## config.mk

```make
export PLATFORM = sky130hd
export DESIGN_NAME = bios_byte_splitter
export DESIGN_NICKNAME = d
export VERILOG_FILES = /design/src/logic/bios_byte_splitter.sv
export VERILOG_INCLUDE_DIRS = /design/src /design/src/logic
export SDC_FILE = /design/constraint.sdc
export NUM_CORES = 1
export LEC_CHECK = 0
export BUFFER_PORTS_ARGS = -buffer_cell sky130_fd_sc_hd__clkbuf_2
export CAP_MARGIN = 20
export CELL_PAD_IN_SITES_DETAIL_PLACEMENT = 1
export CELL_PAD_IN_SITES_GLOBAL_PLACEMENT = 1
export CORE_MARGIN = 1
export CORE_UTILIZATION = 32
export CTS_CLUSTER_DIAMETER = 120
export DETAILED_ROUTE_END_ITERATION = 16
export PLACE_DENSITY = 0.75
export RECOVER_POWER = 50
export SETUP_SLACK_MARGIN = 0.02
export SKIP_LAST_GASP = 1
export SLEW_MARGIN = 20
export SYNTH_ARGS = -nofsm -noshare
export SYNTH_HDL_FRONTEND = slang
export SYNTH_SLANG_ARGS = --single-unit
```

## constraint.sdc

```tcl
create_clock -name clk_sys -period 1.3 [get_ports clk_sys]
set_input_delay 0.065 -clock clk_sys [delete_from_list [all_inputs] [get_ports clk_sys]]
set_output_delay 0.065 -clock clk_sys [all_outputs]
set_load 0.005 [all_outputs]
```

## src/logic/cart_loader_config.svh

```systemverilog
// Default build holds a 4 KiB cartridge and a 512-byte boot ROM; file-type codes must stay distinct
`ifndef CART_LOADER_CONFIG_SVH
`define CART_LOADER_CONFIG_SVH

////////////////////////////////////////////////////////////////////////////
// Address widths and memory depth
////////////////////////////////////////////////////////////////////////////
`define CART_ADDR_W 12 // Cartridge byte address
`define DL_ADDR_W   16 // Host download byte address
`define BIOS_ADDR_W 9  // Boot ROM byte address
`define CART_WORDS  (1 << (`CART_ADDR_W - 1)) // 16-bit words in the cartridge memory

// Host file-type tags
`define FT_BIOS   8'h00
`define FT_CART_A 8'h01
`define FT_CART_B 8'h41
`define FT_CART_C 8'h80
`define FT_CHEAT  8'hFF

`endif
```

## src/logic/bios_byte_splitter.sv

```systemverilog
// Boot-ROM words must arrive at least two cycles apart; the high byte goes to the address plus one
`include "cart_loader_config.svh"

module bios_byte_splitter (
	input  logic                    clk_sys,
	input  logic                    arst_n,
	input  logic                    bios_sel,
	input  logic [`DL_ADDR_W-1:0]   dl_addr,
	input  logic [15:0]             dl_data,
	output logic                    bios_wr,
	output logic [`BIOS_ADDR_W-1:0] bios_addr,
	output logic [7:0]              bios_data
);

	logic       hi_pend; // High byte still to go
	logic [7:0] hi_byte;

	always_ff @(posedge clk_sys or negedge arst_n) begin
		if (!arst_n) begin
			bios_wr <= 1'b0;
			hi_pend <= 1'b0;
		end else begin
			bios_wr <= bios_sel | hi_pend;
			hi_pend <= bios_sel;
		end
	end

	// Low byte first, then the held high byte
	always_ff @(posedge clk_sys) begin
		if (bios_sel) begin
			bios_data <= dl_data[7:0];
			hi_byte   <= dl_data[15:8];
			bios_addr <= dl_addr[`BIOS_ADDR_W-1:0];
		end else if (hi_pend) begin
			bios_data <= hi_byte;
			bios_addr <= bios_addr + 1'b1;
		end
	end

endmodule

```

==> impl_metrics.py <==
metrics = {
    "run_status": {
        "outcome": "finished, violations left",
        "failed_checks": "negative setup slack",
    },
    "setup_path": {
        "required_ns": 1.50,
        "cp.depth": 4,
        "critical_path.top_delay_family": "simple AND/OR/NAND/NOR gates",
        "crit_path_frequent_cell": "nand3_1",
        "r2r_cells": 4,
        "cp-start-kind": "flop",
        "cp_slowest_cell": "edfxtp_1",
        "critPathMaxStageDelay_ns": 0.47,
        "path_cells": "ha_4 > nand3_1 > or4_1 > nand3_1",
        "startpoint": "bios_addr[1]$_DFFE_PP_",
        "crit_buf_inv": 0,
        "reg2reg_to": "bios_addr[8]$_DFFE_PP_",
        "criticalPathCategory": "flop to flop",
        "cp.arrival_ns": 1.55,
        "end_kind": "flop",
        "r2r-start": "bios_addr[1]$_DFFE_PP_",
        "worstPathMaxFanout": 4,
        "rrSetupSlack_ns": -0.05,
    },
    "power_and_ir_drop": {
        "p_per_area_nw_per_um2": 1100,
        "internal-power_uw": 1380,
        "vdd.ir_drop.worst_uv": 739,
        "clockPowerShare": 0.200,
        "finalPower_uw": 1840,
        "seqPwrFrac": 0.598,
        "swShare": 0.247,
        "combPwrFrac": 0.202,
        "power.leakage_uw": 0.000700,
        "switchingPower_uw": 454,
    },
    "timing": {
        "fin_ws_ns": -0.0478,
        "clock.fmax_mhz": 742,
        "finalSetupViolCount": 2,
        "fin_crit_sh": 1.04,
        "slew_headroom": 0.605,
        "finalHoldViolations": 0,
        "fin_crit_ns": 1.35,
        "slew_violations": 0,
        "tightest_slew_ns": 0.592,
        "fin_skew_ns": 0.00516,
        "rsz0062_at_grt": "true",
    },
    "synth": {
        "synthArstFlopShare": 0.0741,
        "synth_compound_area_frac": 0.0346,
        "synth_mux_area_frac": 0.0875,
        "yosys_register_bits": 27,
        "synthFlopType": "edfxtp_1",
        "seq_area_frac_synth": 0.691,
        "syn_nets": 115,
        "synth_edf_count": 25,
        "synth.yosys.warnings": 0,
        "synth.avg_cell_area_um2": 14.7,
        "synthAdderAreaFrac": 0.0108,
        "synth_cells": 79,
        "synth_most_common_cell": "edfxtp_1",
        "syn_area_um2": 1160,
        "synth_area_leaders": "edfxtp_1 (65%), mux2_2 (8.7%), dfrtp_1 (4.3%)",
        "yosys.area_share.simple": 0.130,
        "ys_top_cells_by_count": "edfxtp_1 (25), nand2_1 (10), mux2_2 (9)",
        "synth_cell_types": 16,
        "netlist.top_cell.by_area": "edfxtp_1",
        "synth_top_area_frac": 0.648,
        "synth_top_family_by_area": "simple AND/OR/NAND/NOR gates",
        "synth_xor_area_frac": 0.0227,
    },
    "cells_and_area": {
        "layout-drive-gt1-share": 0.487,
        "stdcell_area_um2": 1670,
        "finalNonFillerCells": 196,
        "num_antenna_cells": 0,
        "fillers": 377,
        "area_growth_syn_to_layout_pct": 44.4,
        "final_nets": 187,
    },
    "clocking": {
        "cts_tree": "built",
        "numCtsBuffers": 3,
        "clock_latency_ns": 0.32,
        "clockBufferDepth": 2,
        "clock-sinks": 27,
        "clk_pin_slew_ns": 0.15,
        "htree_levels": 1,
        "cts_root_buf": "clkbuf_4",
    },
    "detailed_routing": {
        "avgRoutedWirePerCell_um": 13.6,
        "viasPerCell": 4.59,
        "route.detailed.drc": 0,
        "ant_nets": 0,
        "first_pass_iters": 4,
        "dr.first_iter.drc_count": 20,
        "detail_route.wirelength_um": 2680,
        "num_vias": 899,
    },
    "min_path": {
        "min_from": "dl_addr[0]",
        "hold_depth": 3,
        "min_path_type": "input port to flop",
        "min_to": "bios_addr[0]$_DFFE_PP_",
    },
    "placed_design": {
        "placed_area_um2": 1480,
        "place.port_buffers": 45,
        "place.gp.congestion": 0.648,
        "dpl.cell_count": 175,
        "hpwlAfterDp_um": 1880,
    },
    "global_routing": {
        "antenna_found_initial": 0,
        "grt_max_degree": 19,
        "grt_pass1_vias": 1004,
        "grt_pass1_wl_um": 4560,
        "grt_overflow": 0,
        "grt_usage": 0.154,
    },
    "floorplanning": {
        "rows": 21,
        "floorplan.initialDensity": 0.342,
        "core_area_um2": 3390,
        "die_w_um": 62.2,
        "fp.dieArea_um2": 3870,
        "die_h_um": 62.2,
        "ios": 53,
    },
    "run": {
        "cap_violations": 0,
    },
}
## worst min-delay path, delay by kind of cell
family | cells | cell delay (ns)
buf+inv | 1 | 0.08
compound gates | 1 | 0.06
simple gates | 1 | 0.04
## power groups by stage
stage	clock network, µW	logic [µW]	registers (µW)
floorplan	0	113	1120
global placement	0	283	1110
detailed placement	0	293	1120
CTS	382	367	1100
global route	412	411	1110
finish	368	371	1100
## registers in the layout, indices dropped and copies added (netlist names)
register,count
hi_byte,8
bios_data,8
bios_addr,9
bios_wr,1
hi_pend,1
## logic make-up after synthesis
group                    after synthesis
AO/OA/AOI/OAI                          8
XOR/XNOR                               3
adder cells (fa/ha/maj)                1
buffers and inverters                  3
flip-flops                            27
multiplexers                           9
AND/OR/NAND/NOR                       28
## layout by cell type (no fill, tap or decap)
master         Yosys  final
clkbuf_2           0     40
or4_1              4      4
clkinv_2           0      1
o21ai_1            0      4
clkbuf_4           0      3
nand3_1            7      7
nand3_2            1      1
o21ai_0            8      4
dfrtp_1            2      2
mux2_2             9      9
buf_4              0     14
edfxtp_1          25     25
xor2_1             2      2
nand2_1           10     10
or2_2              1      1
xnor2_2            0      1
ha_4               0      1
dlygate4sd3_1      0      9
nand4_1            1      1
nor2b_1            4      4
buf_6              2      2
clkbuf_1           0      5
## what timing repair did
action                                 CTS  global route
endpoints found under the hold margin   10             0
resized for setup                        3             5
hold buffers                             9             0
buffers inserted                         8             0
setup endpoints to repair                4             8
pin swaps                                7             1
## how the worst max path moves through the flow
stage	end	slack, ns
global route	bios_addr[8]$_DFFE_PP_	-0.12
CTS	bios_addr[8]$_DFFE_PP_	-0.04
finish	bios_addr[8]$_DFFE_PP_	-0.05
global placement	bios_addr[8]$_DFFE_PP_	0.01
floorplan	bios_addr[8]$_DFFE_PP_	0.01
detailed placement	bios_addr[8]$_DFFE_PP_	-0.05
## layout make-up
type	count	area [µm²]	share of cell area
multi-input cells	49	350	0.209
clock buffers	3	22.5	0.0135
well taps	46	57.6	0.0344
flip-flops and latches	27	801	0.479
repair buffers	70	437	0.261
clock inverters	1	5.00	0.00299
## metal layers
layer	global-route usage	up-vias	routed length (µm)
met5	0	-	0
met4	0.0610	0	8
met2	0.265	28	1390
met1	0.187	430	1170
met3	0.0313	2	104
li1	-	439	-
## metrics by stage
stage / util / hold WS [ns] / TNS, ns / setup slack (ns)
6_report: 0.494 / 0.0257 / -0.0642 / -0.0478
5_1_grt: 0.494 / 0.0162 / -0.367 / -0.119
4_1_cts: 0.493 / 0.0146 / -0.0640 / -0.0384
3_5_place_dp: 0.436 / -0.146 / -0.0654 / -0.0542
3_3_place_gp: 0.436 / -0.149 / 0 / 0.0106
2_1_floorplan: - / -0.231 / 0 / 0.0104
Note: power is estimated with default switching activity, not from simulation.
