<file path="src/logic/cart_loader_config.svh">
// Default build holds a 4 KiB cartridge and a 512-byte boot ROM; file-type codes must stay distinct
`ifndef CART_LOADER_CONFIG_SVH
`define CART_LOADER_CONFIG_SVH

////////////////////////////////////////////////////////////////////////////
// Address widths and memory depth
////////////////////////////////////////////////////////////////////////////
`define CART_ADDR_W 12 // Cartridge byte address
`define DL_ADDR_W   16 // Host download byte address
`define BIOS_ADDR_W 9  // Boot ROM byte address
`define CART_WORDS  (1 << (`CART_ADDR_W - 1)) // 16-bit words in the cartridge memory

// Host file-type tags
`define FT_BIOS   8'h00
`define FT_CART_A 8'h01
`define FT_CART_B 8'h41
`define FT_CART_C 8'h80
`define FT_CHEAT  8'hFF

`endif
</file>
<file path="src/logic/cart_loader_pkg.sv">
// Enum values follow the config header codes; a host tag outside them decodes to no target
`include "cart_loader_config.svh"

package cart_loader_pkg;

	// Download file types as tagged by the host
	typedef enum logic [7:0] {
		ft_bios   = `FT_BIOS,
		ft_cart_a = `FT_CART_A,
		ft_cart_b = `FT_CART_B,
		ft_cart_c = `FT_CART_C,
		ft_cheat  = `FT_CHEAT
	} filetype_e;

	// Cheat code fields, top bits first
	typedef struct packed {
		logic [31:0] flags;
		logic [31:0] address;
		logic [31:0] compare;
		logic [31:0] replace;
	} cheat_fields_s;

	// Loader fills halfwords, the console consumes fields
	typedef union packed {
		cheat_fields_s    fields;
		logic [7:0][15:0] halves; // Index 0 is bits 15:0
	} cheat_code_u;

endpackage

</file>
<file path="src/logic/download_router.sv">
// Host must not pulse dl_wr while dl_wait is high; cart_size is the byte address of the last write
`include "cart_loader_config.svh"

module download_router
	import cart_loader_pkg::*;
(
	input  logic                    clk_sys,
	input  logic                    arst_n,
	input  logic                    dl_active,
	input  filetype_e               dl_filetype,
	input  logic                    dl_wr,
	input  logic [`DL_ADDR_W-1:0]   dl_addr,
	input  logic [15:0]             dl_data,
	input  logic                    wr_ack,
	output logic                    dl_wait,
	output logic                    wr_req,
	output logic [`CART_ADDR_W-2:0] wr_addr,
	output logic [15:0]             wr_data,
	output logic                    cart_ready,
	output logic [`DL_ADDR_W-1:0]   cart_size,
	output logic                    bios_sel,
	output logic                    cheat_sel
);

	logic                  is_cart;
	logic                  cart_dl;
	logic                  cart_dl_q; // Previous cycle of cart_dl
	logic [`DL_ADDR_W-1:0] last_addr;

	// All three cartridge flavours go to the same memory
	assign is_cart = (dl_filetype == ft_cart_a) || (dl_filetype == ft_cart_b) ||
		(dl_filetype == ft_cart_c);
	assign cart_dl   = dl_active & is_cart;
	assign bios_sel  = dl_active & dl_wr & (dl_filetype == ft_bios);
	assign cheat_sel = dl_active & dl_wr & (dl_filetype == ft_cheat);
	assign dl_wait   = wr_req; // Host held exactly while a write is pending

	always_ff @(posedge clk_sys or negedge arst_n) begin
		if (!arst_n) begin
			wr_req     <= 1'b0;
			cart_dl_q  <= 1'b0;
			cart_ready <= 1'b0;
		end else begin
			cart_dl_q <= cart_dl;
			if (cart_dl && dl_wr) begin
				wr_req <= 1'b1;
			end else if (wr_ack) begin
				wr_req <= 1'b0;
			end
			// End of a cartridge download
			if (cart_dl_q && !cart_dl) begin
				cart_ready <= 1'b1; // Sticky until reset
			end
		end
	end

	always_ff @(posedge clk_sys) begin
		if (cart_dl && dl_wr) begin
			wr_addr   <= dl_addr[`CART_ADDR_W-1:1]; // Word address
			wr_data   <= dl_data;
			last_addr <= dl_addr;
		end
		if (cart_dl_q && !cart_dl) begin
			cart_size <= last_addr;
		end
	end

endmodule

</file>
<file path="config.mk">
export PLATFORM = sky130hd
export DESIGN_NAME = download_router
export DESIGN_NICKNAME = d
export VERILOG_FILES = /design/src/logic/cart_loader_pkg.sv /design/src/logic/download_router.sv
export VERILOG_INCLUDE_DIRS = /design/src /design/src/logic
export SDC_FILE = /design/constraint.sdc
export NUM_CORES = 1
export LEC_CHECK = 0
export BUFFER_PORTS_ARGS = -buffer_cell sky130_fd_sc_hd__buf_2
export CORE_MARGIN = 1.5
export CORE_UTILIZATION = 35
export CTS_CLUSTER_DIAMETER = 150
export DETAILED_ROUTE_END_ITERATION = 7
export PLACE_DENSITY = 0.71
export SYNTH_ARGS = -nofsm -noshare
export SYNTH_HDL_FRONTEND = slang
export SYNTH_SLANG_ARGS = --single-unit
</file>
<file path="constraint.sdc">
create_clock -name clk_sys -period 2 [get_ports clk_sys]
set_input_delay 0.1 -clock clk_sys [delete_from_list [all_inputs] [get_ports clk_sys]]
set_output_delay 0.1 -clock clk_sys [all_outputs]
set_load 0.02 [all_outputs]
</file>
==> results by group <==
CTS
  • Post-CTS Setup Repair Bufs: 0
  • Skew-Pair Late Insertion Delay: 300 ps
  • Clock sink count: 51
  • Clock input transition at the sequential cells of the worst setup and hold paths: 90 ps
  • Deepest clock path buffer count: 2
  • Clock buffers created by TritonCTS: 5
  • CTS resizes: 0
  • Clock Tree Root: sky130_fd_sc_hd__clkbuf_8
  • Clock tree from TritonCTS: yes
  • H-tree depth reported by CTS: 2
  • Cts-stage hold buffer count: 33

Critical path
  • Critical path class: primary input to primary output
  • Launching element type of the critical path: primary input
  • Reg2Reg Setup Slack: 710 ps
  • Critical path's top delay family: simple AND/OR/NAND/NOR gates
  • WP depth: 4
  • Highest cell delay on the worst timing path: 670 ps
  • RR Startpoint: cart_dl_q$_DFF_PN0_
  • CP dominant cell by count: sky130_fd_sc_hd__buf_2
  • Buf/Inv on CP: 2
  • Cells traversed along the worst timing path: buf_2, or4b_2, nor3_1, buf_2
  • CP endpoint: bios_sel
  • Crit path required time: 1900 ps
  • Data arrival at the endpoint of the critical path: 1310 ps
  • Launching element of the worst setup path: dl_filetype[7]
  • Endpoint of the most critical register-to-register path: cart_size[5]$_DFFE_PP_
  • Endpoint type of the worst setup path: primary output
  • Critical path peak fanout: 4
  • Depth of the worst register-to-register path: 3
  • Worst path slowest cell: sky130_fd_sc_hd__or4b_2

Layout
  • Final Non-Filler Cells: 272
  • Final-layout fill cell count: 354
  • Final design utilization: 55.9%
  • Fraction of final layout cells sized beyond drive strength 1: 54.1%
  • Area growth syn-to-layout: 52.6%
  • Layout net count: 249
  • Final antenna diode count: 0

Floorplan
  • Die Span X: 73.8 µm
  • Y dimension of the die: 73.8 µm
  • Cell row count: 25
  • Initial Util: 36.7%
  • Area enclosed by the die boundary: 0.00545 mm²
  • Boundary Pins: 93
  • Core ar.: 0.00479 mm²

Pwr
  • Total power density per cell area: 693 mW/mm²
  • Sum of internal, switching and leakage power: 1860 µW
  • Sw power: 366 µW
  • Fraction of power consumed by combinational cells: 6.8%
  • Internal power: 1490 µW
  • Part of the power in registers: 62.8%
  • Static Leak: 0.00107 µW
  • Switch share: 19.7%
  • Maximum vdd ir drop: 0.000551 V
  • Clock group share of total power: 30.4%

STA
  • Unrepaired setup endpoints after global routing: no
  • Transition at the pin with the smallest max-transition slack: 377 ps
  • Tcrit/Tclk final: 70.7%
  • Number of hold violations in the final report: 0
  • Maximum frequency from static timing analysis: 707 MHz
  • Minimum period implied by the final worst setup slack: 1410 ps
  • Setup violations, final: 0
  • Headroom to the max-slew limit: 74.8%
  • Final setup skew: 5.91 ps
  • Max Slew Vio Count: 0

Placed design
  • Count of port buffers added during placement: 92
  • GPL Wtd Cong: 0.763
  • Post-DP HPWL: 2390 µm
  • Count of placed standard cells including taps: 231

Worst hold path
  • Min-delay worst type: primary input to register
  • Worst hold start: dl_filetype[1]

Job
  • Max-cap violations: 0

Logic synthesis
  • Fraction of registers with async set or reset after synthesis: 5.88%
  • Synthesized flop and latch total: 51
  • Largest area contributor in the netlist: sky130_fd_sc_hd__edfxtp_1
  • Cell types occupying the most area after synthesis: sky130_fd_sc_hd__edfxtp_1, sky130_fd_sc_hd__buf_4, sky130_fd_sc_hd__dfrtp_1, sky130_fd_sc_hd__a211oi_4, sky130_fd_sc_hd__nand2b_1
  • Post-synthesis adder-cell area fraction: 0%
  • Number of different library cells in the post-synthesis netlist: 17
  • Synthesized cell area: 0.00175 mm²
  • Ranking of synthesized cells by instance count: sky130_fd_sc_hd__edfxtp_1, sky130_fd_sc_hd__buf_4, sky130_fd_sc_hd__dfrtp_1, sky130_fd_sc_hd__nand2b_1
  • Post-synth EDFFs: 48
  • Portion of the post-synthesis area used by sequential elements: 86.4%
  • Post-synthesis compound-gate area fraction: 2.71%
  • Post-synthesis share of cell area spent on and, or, nand and nor gates: 5.49%
  • Post-Syn Area per Cell: 21.7 µm²
  • Yosys top cell area share: 82.2%
  • Cell count after synthesis: 81
  • Cell with the most instances after synthesis: sky130_fd_sc_hd__edfxtp_1
  • Post-Syn Nets: 126
  • Fraction of synthesized area in multiplexers: 0%
  • Synth warn: 0
  • Synthesized-area fraction occupied by xor and xnor cells: 0%
  • Dominant combinational cell family by area after synthesis: simple AND/OR/NAND/NOR gates
  • Most common flop cell mapped by yosys: sky130_fd_sc_hd__edfxtp_1

Global routing
  • Global Route met3 Usage: 7.41%
  • Via count of the first global-routing pass: 1229
  • Met1 usage in global routing: 16.9%
  • Met2 Track Usage GR: 24.7%
  • Gr busiest metal: met2
  • First-pass GRT wire length: 5880 µm
  • Initial antenna violation count: 0
  • Overall track demand over capacity in global routing: 15.2%
  • GRT Residual Overflow: 0
  • Largest net degree at the start of global routing: 29

Drt
  • First-pass iteration count of the detailed router: 4
  • Starting DRT DRC Count: 26
  • Post-detailed-route DRC marker count: 0
  • Total via count after detailed routing: 1135
  • Routed length per instance: 14.2 µm
  • Detailed-route wire length: 3860 µm
  • Post-route ant nets: 0
  • Via count normalized by instance count: 4.17

Status
  • Result of the run: finished, final reports clean
-- final cells by class --
cell class	instances	area, µm²	share of cell area (%)
Clock buffer	5	68.8	2.57
Inverter	1	3.75	0.140
Multi-Input combinational cell	17	159	5.93
Sequential cell	51	1520	56.6
Timing Repair Buffer	128	826	30.8
Clock inverter	3	20.0	0.748
Tap cell	67	83.8	3.13
-- placed cells by master (no fill, tap or decap) --
master                          netlist  final
sky130_fd_sc_hd__buf_2                0     92
sky130_fd_sc_hd__edfxtp_1            48     48
sky130_fd_sc_hd__dlygate4sd3_1        0     33
sky130_fd_sc_hd__clkbuf_8             0      5
sky130_fd_sc_hd__nand2b_1             3      3
sky130_fd_sc_hd__dfrtp_1              3      3
sky130_fd_sc_hd__nand4_1              2      2
sky130_fd_sc_hd__nor3_1               2      2
sky130_fd_sc_hd__clkinvlp_4           0      2
sky130_fd_sc_hd__buf_4               12      2
sky130_fd_sc_hd__nand2_1              1      1
sky130_fd_sc_hd__or3b_4               1      1
sky130_fd_sc_hd__or4_4                1      1
sky130_fd_sc_hd__a211oi_4             1      1
sky130_fd_sc_hd__and2_4               1      1
sky130_fd_sc_hd__nor4_4               0      1
sky130_fd_sc_hd__inv_1                1      1
sky130_fd_sc_hd__nor2_1               1      1
sky130_fd_sc_hd__or4b_2               1      1
sky130_fd_sc_hd__o41ai_2              1      1
sky130_fd_sc_hd__o21bai_2             1      1
sky130_fd_sc_hd__clkinv_2             0      1
sky130_fd_sc_hd__buf_12               0      1
-- how the worst min path moves through the flow --
stage | endpoint | slack (ps) | depth (start not counted)
6_report | dl_wait$_DFFE_PN0P_ | 80 | 2
5_1_grt | dl_wait$_DFFE_PN0P_ | 80 | 2
4_1_cts | dl_wait$_DFFE_PN0P_ | 70 | 2
3_5_place_dp | cart_ready$_DFFE_PN0P_ | -100 | 1
3_3_place_gp | dl_wait$_DFFE_PN0P_ | -100 | 1
2_1_floorplan | cart_dl_q$_DFF_PN0_ | -200 | 0
-- cells by family after synthesis --
kind of cell / after synthesis
simple gates: 14
compound gates: 3
flops: 51
buf+inv: 13
-- power groups by stage --
| stage | logic, µW | clock network [µW] | registers [µW] |
|---|---|---|---|
| floorplan | 17.4 | 0 | 1190 |
| global placement | 69.4 | 0 | 1190 |
| detailed placement | 72.0 | 0 | 1190 |
| CTS | 121 | 576 | 1170 |
| global route | 135 | 619 | 1170 |
| finish | 126 | 564 | 1170 |
-- per-stage QoR --
step,area [µm²],hold slack (ps),setup TNS [ps],setup WS [ps]
2_1_floorplan,1770,-196,-5880,-184
4_1_cts,2680,69.9,0,660
3_3_place_gp,2260,-97.8,0,365
5_1_grt,2680,76.9,0,594
6_report,2680,76.1,0,586
3_5_place_dp,2260,-95.7,0,341
-- worst register-to-register path: cells and delay by family (launching register included) --
kind	cells	cell delay [ps]
flip-flops	1	340
AND/OR/NAND/NOR	1	320
buffers and inverters	2	330
-- sequential cells by signal, summed over array words and instances (netlist names) --
signal	cells
cart_dl_q	1
cart_ready	1
cart_size	16
dl_wait	1
last_addr	6
wr_addr	10
wr_data	16
-- metal layers --
metal	routed length [µm]	share of wire [%]
met5	0	0
met4	88	2.3
met3	464	12
met2	1860	48
met1	1450	38
Note: power is estimated with default switching activity, not from simulation.
