===== config.mk =====
export PLATFORM = sky130hd
export DESIGN_NAME = cheat_code_assembler
export DESIGN_NICKNAME = d
export VERILOG_FILES = /design/src/logic/cart_loader_pkg.sv /design/src/logic/cheat_code_assembler.sv
export VERILOG_INCLUDE_DIRS = /design/src /design/src/logic
export SDC_FILE = /design/constraint.sdc
export NUM_CORES = 1
export LEC_CHECK = 0
export BUFFER_PORTS_ARGS = -buffer_cell sky130_fd_sc_hd__buf_2
export CORE_ASPECT_RATIO = 1.2
export CORE_MARGIN = 2
export CORE_UTILIZATION = 46
export CTS_CLUSTER_SIZE = 10
export DETAILED_ROUTE_END_ITERATION = 7
export HOLD_SLACK_MARGIN = 0.1
export PLACE_DENSITY = 0.82
export SLEW_MARGIN = 20
export SYNTH_ARGS = -nofsm -noshare
export SYNTH_HDL_FRONTEND = slang
export SYNTH_SLANG_ARGS = --single-unit

===== constraint.sdc =====
create_clock -name clk_sys -period 1 [get_ports clk_sys]
set_clock_uncertainty 0.05 [all_clocks]
set_input_delay 0.15 -clock clk_sys [delete_from_list [all_inputs] [get_ports clk_sys]]
set_output_delay 0.15 -clock clk_sys [all_outputs]
set_load 0.005 [all_outputs]

===== src/logic/cart_loader_config.svh =====
// Default build holds a 4 KiB cartridge and a 512-byte boot ROM; file-type codes must stay distinct
`ifndef CART_LOADER_CONFIG_SVH
`define CART_LOADER_CONFIG_SVH

////////////////////////////////////////////////////////////////////////////
// Address widths and memory depth
////////////////////////////////////////////////////////////////////////////
`define CART_ADDR_W 12 // Cartridge byte address
`define DL_ADDR_W   16 // Host download byte address
`define BIOS_ADDR_W 9  // Boot ROM byte address
`define CART_WORDS  (1 << (`CART_ADDR_W - 1)) // 16-bit words in the cartridge memory

// Host file-type tags
`define FT_BIOS   8'h00
`define FT_CART_A 8'h01
`define FT_CART_B 8'h41
`define FT_CART_C 8'h80
`define FT_CHEAT  8'hFF

`endif

===== src/logic/cart_loader_pkg.sv =====
// Enum values follow the config header codes; a host tag outside them decodes to no target
`include "cart_loader_config.svh"

package cart_loader_pkg;

	// Download file types as tagged by the host
	typedef enum logic [7:0] {
		ft_bios   = `FT_BIOS,
		ft_cart_a = `FT_CART_A,
		ft_cart_b = `FT_CART_B,
		ft_cart_c = `FT_CART_C,
		ft_cheat  = `FT_CHEAT
	} filetype_e;

	// Cheat code fields, top bits first
	typedef struct packed {
		logic [31:0] flags;
		logic [31:0] address;
		logic [31:0] compare;
		logic [31:0] replace;
	} cheat_fields_s;

	// Loader fills halfwords, the console consumes fields
	typedef union packed {
		cheat_fields_s    fields;
		logic [7:0][15:0] halves; // Index 0 is bits 15:0
	} cheat_code_u;

endpackage


===== src/logic/cheat_code_assembler.sv =====
// Halfwords of one code may come in any order; valid fires on byte offset 14, so it must be last
`include "cart_loader_config.svh"

module cheat_code_assembler
	import cart_loader_pkg::*;
(
	input  logic                  clk_sys,
	input  logic                  arst_n,
	input  logic                  dl_active,
	input  filetype_e             dl_filetype,
	input  logic                  cheat_sel,
	input  logic [`DL_ADDR_W-1:0] dl_addr,
	input  logic [15:0]           dl_data,
	output logic                  cheat_valid,
	output logic                  cheat_clear,
	output cheat_code_u           cheat_code
);

	logic       active_q;
	logic [2:0] slot;

	// 2 * (3 - offset[3:2]) + offset[1], so each field lands low half first
	assign slot = {~dl_addr[3:2], dl_addr[1]};

	always_ff @(posedge clk_sys or negedge arst_n) begin
		if (!arst_n) begin
			active_q    <= 1'b0;
			cheat_valid <= 1'b0;
			cheat_clear <= 1'b0;
		end else begin
			active_q    <= dl_active;
			// New cheat file drops the old codes
			cheat_clear <= dl_active & ~active_q & (dl_filetype == ft_cheat);
			cheat_valid <= cheat_sel & (dl_addr[3:1] == 3'd7); // Replace top half
		end
	end

	always_ff @(posedge clk_sys) begin
		if (cheat_sel) begin
			cheat_code.halves[slot] <= dl_data;
		end
	end

endmodule


==> impl_results.md, run 1 <==
* DRC violations left at 0
* Cell family contributing the most delay on the critical path: flip-flops
* Final Instance Count excl. Fillers at between 400 and 500
* Maximum capacitance violations at 0
* Final setup violation count at 130
* # diodes at 0
* Final worst slack at -269.2 ps
* R2R Path Start: active_q$_DFF_PN0_
* Final min period at 1269 ps
* Hold path start: dl_addr[3]
* Clock Root Buffer: sky130_fd_sc_hd__clkbuf_8
* Cell chain of the critical path: buf_2
* Per-cell routed wire length at 18.42 um
* Hold Fails Final Rpt at 0
* Average cell area after synthesis at 26.98 um^2
* Total congestion overflow after global routing at 0
* FMAX at 787.9 MHz
* Max IR drop VDD at approximately 1.1 mV
* Wire length of the first global-routing pass at 13170 um
* Most area-consuming cells after synthesis: sky130_fd_sc_hd__edfxtp_1, sky130_fd_sc_hd__dfrtp_1, sky130_fd_sc_hd__nor2_1
* Startpoint-to-endpoint class of the critical path: flop to primary output
* Arrival time at the worst endpoint at 1070 ps
* Post CTS Setup Buffer Count at 0
* Category of the worst setup path launch point: flop
* Number of violations reported at the end of detailed-routing iteration 0 at 135
* Yosys warning count at 0
* Proportion of synthesized chip area in sequential cells at 0.9748
* Pre-CTS WS at -222.1 ps
* Unrepaired setup endpoints after global routing: true
* Path depth of the worst reg2reg path at 2
* Dominant combinational cell family by area after synthesis: simple AND/OR/NAND/NOR gates
* Flip-flop cell with the highest count after synthesis: sky130_fd_sc_hd__edfxtp_1
* Power Density at 2143 mW/mm^2
* Height of the die at 106.4 um
* Synth cell types at 11
* Area fraction in compound gates after synthesis at 0
* Total nets after synthesis at 193
* Total routed wirelength at 9173 um
* Number of core rows at 37
* Gate Count Post-Synth at 149
* Number of global-route vias before repair at 2413
* Count of buffering cells on the critical path with inverters included at 1
* TritonCTS buffer count at 17
* Post-synthesis simple-gate area fraction at 0.02521
* Maximum single-stage delay on the critical path at slightly above 400 ps
* Clock sink count at 131
* H-tree level count at 4
* Area growth syn-to-layout at 53.87%
* Pin count of the biggest net entering global routing at 17
* Register clock-pin slew on the reported worst setup and hold paths at 60 ps
* Classification of the worst-slack hold path: input port to flop
* Leading post-synthesis cells by instance count: sky130_fd_sc_hd__edfxtp_1, sky130_fd_sc_hd__nor2_1, sky130_fd_sc_hd__dfrtp_1
* Asr flop ratio synth at 0.02290
* Post-synthesis share of cell area spent on xor and xnor gates at 0
* Worst Max-Slew Pin Slew at roughly 300 ps
* Leak Pwr at roughly 2.4 nW
* CTS tree: built
* Number of vias after detailed routing at approximately 2300
* Net count, final at 412
* Max Slew Vio Count at 0
* Number of antenna violations at the first check in global routing at 0
* Worst hold path endpoint: cheat_code[117]$_DFFE_PP_
* Maximum fanout along the worst path at 1
* Cell Count Post-Placement at 437
* Part of the cycle the worst path needs at 1.269
* Master of the slowest instance on the critical path: sky130_fd_sc_hd__edfxtp_1
* First drt pass iteration count at 4
* Number of fill cells at 554
* Post-synth top area share at 0.9561
* Largest area contributor in the netlist: sky130_fd_sc_hd__edfxtp_1
* Combined flip-flop and latch cell area at between 0.003 and 0.004 mm^2
* Endpoint type of the worst setup path: primary output
* Layout cells sized above 1 at 0.5617
* Post-DR vias/cell at 4.693
* Die Outline Area at roughly 0.0095 mm^2
* Post-DRT Antenna Nets at 0
* Cell count of the worst hold path at 3
* Summed instance area of the synthesized netlist at 0.004020 mm^2
* Post-synth EDFFs at 128
* GRT Total Usage at 0.2051
* Placeable Area at 0.008518 mm^2
* Sum of negative setup slack at -27390 ps
* Outcome: finished, violations left
* Final RePlAce weighted congestion at 0.7974
* Number of I/O port buffers at 160
* Arithmetic-cell share of the synthesized area counting full adders, half adders and majority gates at 0
* Leading cell type by number of instances after synthesis: sky130_fd_sc_hd__edfxtp_1
* Req. time, crit path at 800 ps
* Worst relative slew slack at 0.8023
* Top-level I/O count at 174
* Reg-to-Reg End: cheat_clear$_DFF_PN0_
* Die width at around 89 um
* Footprint of the multi-input gates at 195.2 um^2
* Failing checks: negative setup slack
* Share of synthesized area spent on multiplexers at 0
* Slack of the worst reg-to-reg path at about 210 ps
* Flops & latches, synth at 131
* Max clock buf depth at 2
* Starting utilization of the core area at 0.4719
* Insertion delay of the later-clocked pin in the worst-skew pair at 510 ps
## timing repair
item / 4_1_cts / 5_1_grt
hold buffers: 29 / 0
hold endpoints to repair: 134 / 0
resized for setup: 0 / 1
cloned: 0 / 0
setup endpoints to repair: 130 / 131
## worst min-delay path, stage by stage
cell,delay (ps)
sky130_fd_sc_hd__buf_2,200
sky130_fd_sc_hd__nor3_4,80
sky130_fd_sc_hd__buf_12,150
## stage by stage
| stage | hold slack, ps | util | power [mW] | instance area [um^2] |
|---|---|---|---|---|
| 6_report | 179.6 | 0.7262 | 13.26 | 6186 |
| 5_1_grt | 167.9 | 0.7262 | 13.67 | 6186 |
| 4_1_cts | 141.1 | 0.7259 | 13.37 | 6183 |
| 3_5_place_dp | -98.40 | 0.6182 | 6.857 | 5266 |
| 3_3_place_gp | -103.8 | 0.6182 | 6.832 | 5266 |
| 2_1_floorplan | -195.6 | - | 6.475 | 4111 |
## registers in the layout, summed over array words and instances (netlist names)
| name | flops |
|---|---|
| cheat_code | 128 |
| cheat_valid | 1 |
| cheat_clear | 1 |
| active_q | 1 |
## kinds of logic after synthesis
kind of cell,after synthesis
flip-flops,131
AND/OR/NAND/NOR,18
## where the power goes
part	switching, mW	total, mW	internal (mW)
Sequential	0.0414	6.26	6.21
Clock	2.15	6.42	4.27
Combinational	0.299	0.582	0.283
Total	2.49	13.3	10.8
## layout make-up
cell class	count	area share
multi-input cells	18	0.03155
clock inverters	15	0.03439
flip-flops and latches	131	0.6335
repair buffers	200	0.2100
well taps	117	0.02366
clock buffers	17	0.06695
## layer usage
layer	routed length (um)	track usage	up-vias	part of all wire
li1	-	-	1038	-
met1	3112	0.2061	1147	0.34
met2	5132	0.3571	130	0.56
met3	722	0.09161	22	0.079
met4	206	0.08849	0	0.022
met5	0	0	-	0
## cell usage in the layout (no fill, tap or decap), drive strengths merged
master       instances
clkinvlp             3
nand2                3
clkbuf              17
dfrtp                3
nand4                1
dlygate4sd3         29
nor2                 7
buf                171
bufinv               5
nor3                 3
edfxtp             128
nand2b               3
clkinv               6
nand4b               1
inv                  1
## worst max path at each step
| stage | endpoint | cells after the start | slack [ps] | from |
|---|---|---|---|---|
| 2_1_floorplan | cheat_code[100]$_DFFE_PP_ | 2 | -200 | dl_addr[1] |
| 3_3_place_gp | cheat_code[2]$_DFFE_PP_ | 4 | -190 | dl_addr[3] |
| 3_5_place_dp | cheat_code[98]$_DFFE_PP_ | 4 | -220 | dl_addr[1] |
| 4_1_cts | cheat_code[38] | 1 | -300 | cheat_code[38]$_DFFE_PP_ |
| 5_1_grt | cheat_code[37] | 1 | -320 | cheat_code[37]$_DFFE_PP_ |
| 6_report | cheat_code[38] | 1 | -270 | cheat_code[38]$_DFFE_PP_ |
(Power assumes the default switching activity.)
==> inputs of run 2 (changes only) <==
--- a/config.mk
+++ b/config.mk
@@ -18,3 +18,4 @@
 export SYNTH_ARGS = -nofsm -noshare
 export SYNTH_HDL_FRONTEND = slang
 export SYNTH_SLANG_ARGS = --single-unit
+export TNS_END_PERCENT = 5
==> constraint.sdc (replaced) <==
create_clock -name clk_sys -period 1.4 [get_ports clk_sys]
set_clock_uncertainty 0.05 [all_clocks]
set_input_delay 0.21 -clock clk_sys [delete_from_list [all_inputs] [get_ports clk_sys]]
set_output_delay 0.21 -clock clk_sys [all_outputs]
set_load 0.005 [all_outputs]
==> run 2 against run 1 <==
Against the previous run:
- the run now ends clean
- register-to-register slack lost 190 ps
- non-clock buffer count up 6
- clock-buffer cell count is 1 higher
- cell count up 1.2%
- sequential power is 29% lower
- sequential share of layout area rose by 1.4 points
==> impl_results.md, run 2 (same netlist as run 1, synthesis figures left out) <==
* Outcome: finished clean (was finished, violations left)
* Max reg flops at 128 (unchanged)
* Endpoint type of the worst setup path: flop (was primary output)
* Maximum fanout along the worst path at 1 (unchanged)
* Top-level I/O count at 174 (unchanged)
* Number of vias after detailed routing at 2329 (was 2337)
* Leak Pwr at 2.375 nW (was 2.396 nW)
* # diodes at 0 (unchanged)
* Post-DR vias/cell at 4.621 (was 4.693)
* Starting utilization of the core area at 0.4719 (unchanged)
* Hold Fails Final Rpt at 0 (unchanged)
* Clock Root Buffer: sky130_fd_sc_hd__clkbuf_8 (unchanged)
* Total chip power at 9.151 mW (was 13.26 mW)
* Number of violations reported at the end of detailed-routing iteration 0 at 105 (was 135)
* Classification of the worst-slack hold path: input port to flop (unchanged)
* Post CTS Setup Buffer Count at 0 (unchanged)
* DRC violations left at 0 (unchanged)
* Number of antenna violations at the first check in global routing at 0 (unchanged)
* Cell depth of the worst setup path at 3 (was 1)
* Insertion delay of the later-clocked pin in the worst-skew pair at 500 ps (was 510 ps)
* Req. time, crit path at 1770 ps (was 800 ps)
* Startpoint-to-endpoint class of the critical path: flop to flop (was flop to primary output)
* Count of buffering cells on the critical path with inverters included at 1 (unchanged)
* Total congestion overflow after global routing at 0 (unchanged)
* Cell count of the worst hold path at 3 (unchanged)
* Die width at 89.34 um (unchanged)
* Fin area at 0.006048 mm^2 (was 0.006186 mm^2)
* Number of I/O port buffers at 160 (unchanged)
* Path depth of the worst reg2reg path at 3 (was 2)
* Master of the slowest instance on the critical path: sky130_fd_sc_hd__dlygate4sd3_1 (was sky130_fd_sc_hd__edfxtp_1)
* Max Slew Vio Count at 0 (unchanged)
* Arrival time at the worst endpoint at 1750 ps (was 1070 ps)
* FMAX at about 730 MHz
* Maximum single-stage delay on the critical path at 590 ps (was 410 ps)
* Unrepaired setup endpoints after global routing: false (was true)
* Number of fill cells at 586 (was 554)
* Total cell area at the placement stage at 0.005165 mm^2 (was 0.005266 mm^2)
* Total routed wirelength at 9233 um (was 9173 um)
* Category of the worst setup path launch point: flop (unchanged)
* First drt pass iteration count at 4 (unchanged)
* Layout cells sized above 1 at 0.5556 (was 0.5617)
* Height of the die at 106.4 um (unchanged)
* Worst Max-Slew Pin Slew at 283.3 ps (was 296.6 ps)
* TritonCTS buffer count at 17 (unchanged)
* Estimated wirelength of the detail-placed design at between 5000 and 6000 um
* Area growth syn-to-layout at 50.45% (was 53.87%)
* Placeable Area at 0.008518 mm^2 (unchanged)
* Register clock-pin slew on the reported worst setup and hold paths at 60 ps (about the same)
* Most common library cell in the layout ignoring fill and taps: sky130_fd_sc_hd__buf_2 (unchanged)
* Max clock buf depth at 2 (unchanged)
* Per-cell routed wire length at 18.32 um (was 18.42 um)
* Maximum capacitance violations at 0 (unchanged)
* H-tree level count at 4 (unchanged)
* R2R Path Start: active_q$_DFF_PN0_ (unchanged)
* Commonest non-fill, non-tap cells in the layout: sky130_fd_sc_hd__buf_2, sky130_fd_sc_hd__edfxtp_1, sky130_fd_sc_hd__dlygate4sd3_1, sky130_fd_sc_hd__clkbuf_16, sky130_fd_sc_hd__buf_4 (was sky130_fd_sc_hd__buf_2, sky130_fd_sc_hd__edfxtp_1, sky130_fd_sc_hd__dlygate4sd3_1, sky130_fd_sc_hd__clkbuf_16, sky130_fd_sc_hd__buf_12)
* Cell family contributing the most delay on the critical path: buffers and inverters (was flip-flops)
* Start point of the critical path: active_q$_DFF_PN0_ (was cheat_code[38]$_DFFE_PP_)
* Worst hold slack after final layout at 133.3 ps (was 179.6 ps)
* CTS tree: built (unchanged)
* Final RePlAce weighted congestion at 0.7413 (was 0.7974)
* Post-DRT Antenna Nets at 0 (unchanged)
* Power Density at 1513 mW/mm^2 (was 2143 mW/mm^2)
* Hold path start: cheat_sel (was dl_addr[3])
* Clock sink count at 131 (unchanged)
* Cell chain of the critical path: nand4b_1 -> dlygate4sd3_1 -> nor3_2 (was buf_2)
* Number of core rows at 37 (unchanged)
* GRT Total Usage at 0.2013 (was 0.2051)
* Net count, final at 418 (was 412)
* Wire length of the first global-routing pass at 12990 um (was 13170 um)
* Die Outline Area at 0.009506 mm^2 (unchanged)
* Part of the cycle the worst path needs at 0.9833
* Pin count of the biggest net entering global routing at 17 (unchanged)
* Max IR drop VDD at 0.8494 mV (was 1.054 mV)
* Worst relative slew slack at 0.8112 (was 0.8023)
* Sum of negative setup slack at 0 ps (was -27390 ps)
* Final setup violation count at 0 (was 130)
* Final min period at 1377 ps
* Number of global-route vias before repair at 2367 (was 2413)
[run 2: worst paths after layout]
path | end | slack, ps
hold reg to reg | cheat_clear$_DFF_PN0_ | 1050
hold / removal | cheat_code[2]$_DFFE_PP_ | 130
max in group asynchronous | cheat_valid$_DFF_PN0_ | 630
min in group asynchronous | active_q$_DFF_PN0_ | 520
setup reg to reg | cheat_clear$_DFF_PN0_ | 20
setup / recovery | cheat_clear$_DFF_PN0_ | 20
[run 2: area by class of cell]
type	instances	area (um^2)	share of cell area
Tap cell	117	146.4	0.02420
Clock buffer	18	417.9	0.06909
Timing Repair Buffer	206	1259	0.2081
Multi-Input combinational cell	18	138.9	0.02296
Clock inverter	14	167.7	0.02772
Sequential cell	131	3919	0.6479
[run 2: stage by stage]
| step | setup WS, ps | std cells | utilization |
|---|---|---|---|
| after floorplan | -104.1 | 149 | - |
| after global placement | 139.5 | 443 | 0.6063 |
| after detailed placement | 115.6 | 443 | 0.6063 |
| after CTS | 17.56 | 504 | 0.7092 |
| after global routing | 14.60 | 504 | 0.7100 |
| final | 23.42 | 504 | 0.7100 |
[run 2: worst reg2reg max path, cell delays in order (launching register included)]
cell	delay, ps
sky130_fd_sc_hd__dfrtp_1	360
sky130_fd_sc_hd__nand4b_1	170
sky130_fd_sc_hd__dlygate4sd3_1	590
sky130_fd_sc_hd__nor3_2	120
[run 2: power by group]
group	internal, mW	switching [mW]
Combinational	0.182	0.199
Sequential	4.44	0.0282
Clock	2.84	1.46
[run 2: what timing repair did]
item / 4_1_cts / 5_1_grt
endpoints found under the hold margin: 134 / 0
hold buffers: 29 / 0
resized for setup: 0 / 2
setup endpoints to repair: 0 / 2
[run 2: per-layer routing]
layer,up-vias,global-route usage,routed length (um)
met5,-,0,0
met4,0,0.1002,238
met3,18,0.07919,598
met2,104,0.3392,5130
met1,1157,0.2149,3265
li1,1050,-,-
==> inputs of run 3 (changes only) <==
--- a/config.mk
+++ b/config.mk
@@ -13,7 +13,7 @@
 export CTS_CLUSTER_SIZE = 10
 export DETAILED_ROUTE_END_ITERATION = 7
 export HOLD_SLACK_MARGIN = 0.1
-export PLACE_DENSITY = 0.82
+export PLACE_DENSITY = 0.78
 export SLEW_MARGIN = 20
 export SYNTH_ARGS = -nofsm -noshare
 export SYNTH_HDL_FRONTEND = slang
==> run 3 against run 2 <==
Against the previous run:
- wire length increased by 0.31%
- first-iteration DRC count increased by 13%
- sequential share of layout area increased by 0.11 points
- critical endpoint is now cheat_code[79]$_DFFE_PP_
- highest routed layer unchanged
==> impl_results.md, run 3 (same netlist as run 1, synthesis figures left out) <==
* Outcome: finished clean (unchanged)
* Maximum fanout along the worst path at 12 (was 1)
* Final worst slack at 69.60 ps (was 23.42 ps)
* Commonest non-fill, non-tap cells in the layout: sky130_fd_sc_hd__buf_2, sky130_fd_sc_hd__edfxtp_1, sky130_fd_sc_hd__dlygate4sd3_1, sky130_fd_sc_hd__clkbuf_16, sky130_fd_sc_hd__buf_4 (unchanged)
* Final min period at 1330 ps (was 1377 ps)
* Placeable Area at 0.008518 mm^2 (unchanged)
* Wire length of the first global-routing pass at 13460 um (was 12990 um)
* Part of the cycle the worst path needs at 0.9503 (was 0.9833)
* Number of core rows at 37 (unchanged)
* Die Outline Area at 0.009506 mm^2 (unchanged)
* Arrival time at the worst endpoint at 1490 ps (was 1750 ps)
* Estimated wirelength of the detail-placed design at 6089 um (was 5976 um)
* Classification of the worst-slack hold path: input port to flop (unchanged)
* Comb pwr share at 0.043 (was 0.042)
* Post-DRT Antenna Nets at 0 (unchanged)
* FMAX at 751.7 MHz (was 726.4 MHz)
* Die width at 89.34 um (unchanged)
* Slack of the worst reg-to-reg path at 630 ps (was 20 ps)
* Max clock buf depth at 2 (unchanged)
* Height of the die at 106.4 um (unchanged)
* First drt pass iteration count at 4 (unchanged)
* Part of the power in registers at 0.496 (was 0.488)
* Number of antenna violations at the first check in global routing at 0 (unchanged)
* Number of global-route vias before repair at 2503 (was 2367)
* Clock Root Buffer: sky130_fd_sc_hd__clkbuf_8 (unchanged)
* Pin count of the biggest net entering global routing at 17 (unchanged)
* Power Density at 1491 mW/mm^2 (was 1513 mW/mm^2)
* Final setup violation count at 0 (unchanged)
* Switching Power at 1.692 mW (was 1.687 mW)
* Worst Max-Slew Pin Slew at 285.3 ps (was 283.3 ps)
* Post-DR vias/cell at 4.648 (was 4.621)
* Number of I/O port buffers at 160 (unchanged)
* TritonCTS buffer count at 17 (unchanged)
* Most common library cell in the layout ignoring fill and taps: sky130_fd_sc_hd__buf_2 (unchanged)
* H-tree level count at 4 (unchanged)
* Cell chain of the critical path: dlygate4sd3_1 -> clkbuf_4 -> nand2b_1 -> nor2_2 -> buf_12 (was nand4b_1 -> dlygate4sd3_1 -> nor3_2)
* Master of the slowest instance on the critical path: sky130_fd_sc_hd__dlygate4sd3_1 (unchanged)
* Clock sink count at 131 (unchanged)
* Top-level I/O count at 174 (unchanged)
* Layout cells sized above 1 at 0.5619 (was 0.5556)
* Internal power at 7.313 mW (was 7.465 mW)
* Number of violations reported at the end of detailed-routing iteration 0 at 119 (was 105)
* Final RePlAce weighted congestion at 0.7633 (was 0.7413)
* Leak Pwr at 2.375 nW (about the same)
* Net count, final at 419 (was 418)
* Utilization of the core after routing at 0.7089 (was 0.7100)
* Req. time, crit path at 1560 ps (was 1770 ps)
* Endpoint type of the worst setup path: flop (unchanged)
* Area growth syn-to-layout at 50.20% (was 50.45%)
* Pre-CTS WS at 84.73 ps (was 115.6 ps)
* Max IR drop VDD at 1.647 mV (was 0.8494 mV)
* Max Slew Vio Count at 0 (unchanged)
* Maximum single-stage delay on the critical path at 530 ps (was 590 ps)
* Number of vias after detailed routing at 2347 (was 2329)
* Total routed wirelength at 9262 um (was 9233 um)
* GRT Total Usage at 0.2068 (was 0.2013)
* Category of the worst setup path launch point: input port (was flop)
* Maximum capacitance violations at 0 (unchanged)
* Unrepaired setup endpoints after global routing: false (unchanged)
* Fraction of power consumed by the clock network at 0.461 (was 0.470)
* Hold Fails Final Rpt at 0 (unchanged)
* Register clock-pin slew on the reported worst setup and hold paths at 60 ps (about the same)
* Cell family contributing the most delay on the critical path: buffers and inverters (unchanged)
* Post CTS Setup Buffer Count at 0 (unchanged)
* Startpoint-to-endpoint class of the critical path: input port to flop (was flop to flop)
* CTS tree: built (unchanged)
* Max reg flops at 128 (unchanged)
* Insertion delay of the later-clocked pin in the worst-skew pair at 500 ps (about the same)
* Worst relative slew slack at 0.8098 (was 0.8112)
* Total congestion overflow after global routing at 0 (unchanged)
* DRC violations left at 0 (unchanged)
* # diodes at 0 (unchanged)
* Per-cell routed wire length at 18.34 um (was 18.32 um)
* Starting utilization of the core area at 0.4719 (unchanged)
* Count of buffering cells on the critical path with inverters included at 3 (was 1)
* Sum of negative setup slack at 0 ps (unchanged)
* Switching power share of the total at 0.1879 (was 0.1843)
[run 3: cell types whose count changed in the layout (fill, tap and decap cells not counted), sizes merged]
cell    delta
bufinv     -1
buf        +1
clkinv     -2
clkbuf     +3
[run 3: final cells by class]
cell class                 count  area [um^2]
fill                         575         2480
sequential                   131         3919
multi-input combinational     18        141.4
tap                          117        146.4
timing repair buffer         207         1266
clock buffer                  21        429.2
clock inverter                11        136.4
[run 3: repair_timing]
item                                    CTS  global route
endpoints found under the setup margin    0             2
hold endpoints to repair                134             1
hold buffers                             29             1
gates resized for setup                   0             3
[run 3: per-stage QoR]
stage / instance area, um^2 / hold slack (ps) / total power [mW] / std cells
4_1_cts: 6028 / 207.7 / 9.076 / 505
5_1_grt: 6038 / 228.9 / 9.279 / 505
3_5_place_dp: 5172 / -38.59 / 4.870 / 444
6_report: 6038 / 243.3 / 9.005 / 505
2_1_floorplan: 4025 / -135.6 / 4.607 / 149
3_3_place_gp: 5172 / -39.56 / 4.852 / 444
[run 3: worst min-delay path: cells and delay by family]
kind | cells | cell delay (ps)
and+or+nand+nor | 1 | 70
buffers and inverters | 2 | 340
[run 3: power groups by stage]
stage / logic (mW) / registers, mW / clock network (mW)
after global routing: 0.419 / 4.48 / 4.38
after floorplan: 0.0397 / 4.57 / 0
after detailed placement: 0.322 / 4.55 / 0
final: 0.385 / 4.47 / 4.15
after global placement: 0.311 / 4.54 / 0
after CTS: 0.382 / 4.47 / 4.22
[run 3: worst paths after layout]
kind	from	end	cells after the start
min in group asynchronous	arst_n	cheat_clear$_DFF_PN0_	3
worst max register to register	active_q$_DFF_PN0_	cheat_clear$_DFF_PN0_	2
worst min-delay path	dl_addr[2]	cheat_code[115]$_DFFE_PP_	3
max in group asynchronous	arst_n	active_q$_DFF_PN0_	3
worst min register to register	active_q$_DFF_PN0_	cheat_clear$_DFF_PN0_	2
worst max-delay path	dl_addr[3]	cheat_code[79]$_DFFE_PP_	5
[run 3: per-layer routing]
layer | wire [um] | vias up | share of wire | GRT usage
li1 | - | 1054 | - | -
met1 | 3299 | 1156 | 0.36 | 0.2191
met2 | 5113 | 121 | 0.55 | 0.3571
met3 | 672 | 16 | 0.073 | 0.07298
met4 | 177 | 0 | 0.019 | 0.1002
met5 | 0 | - | 0 | 0
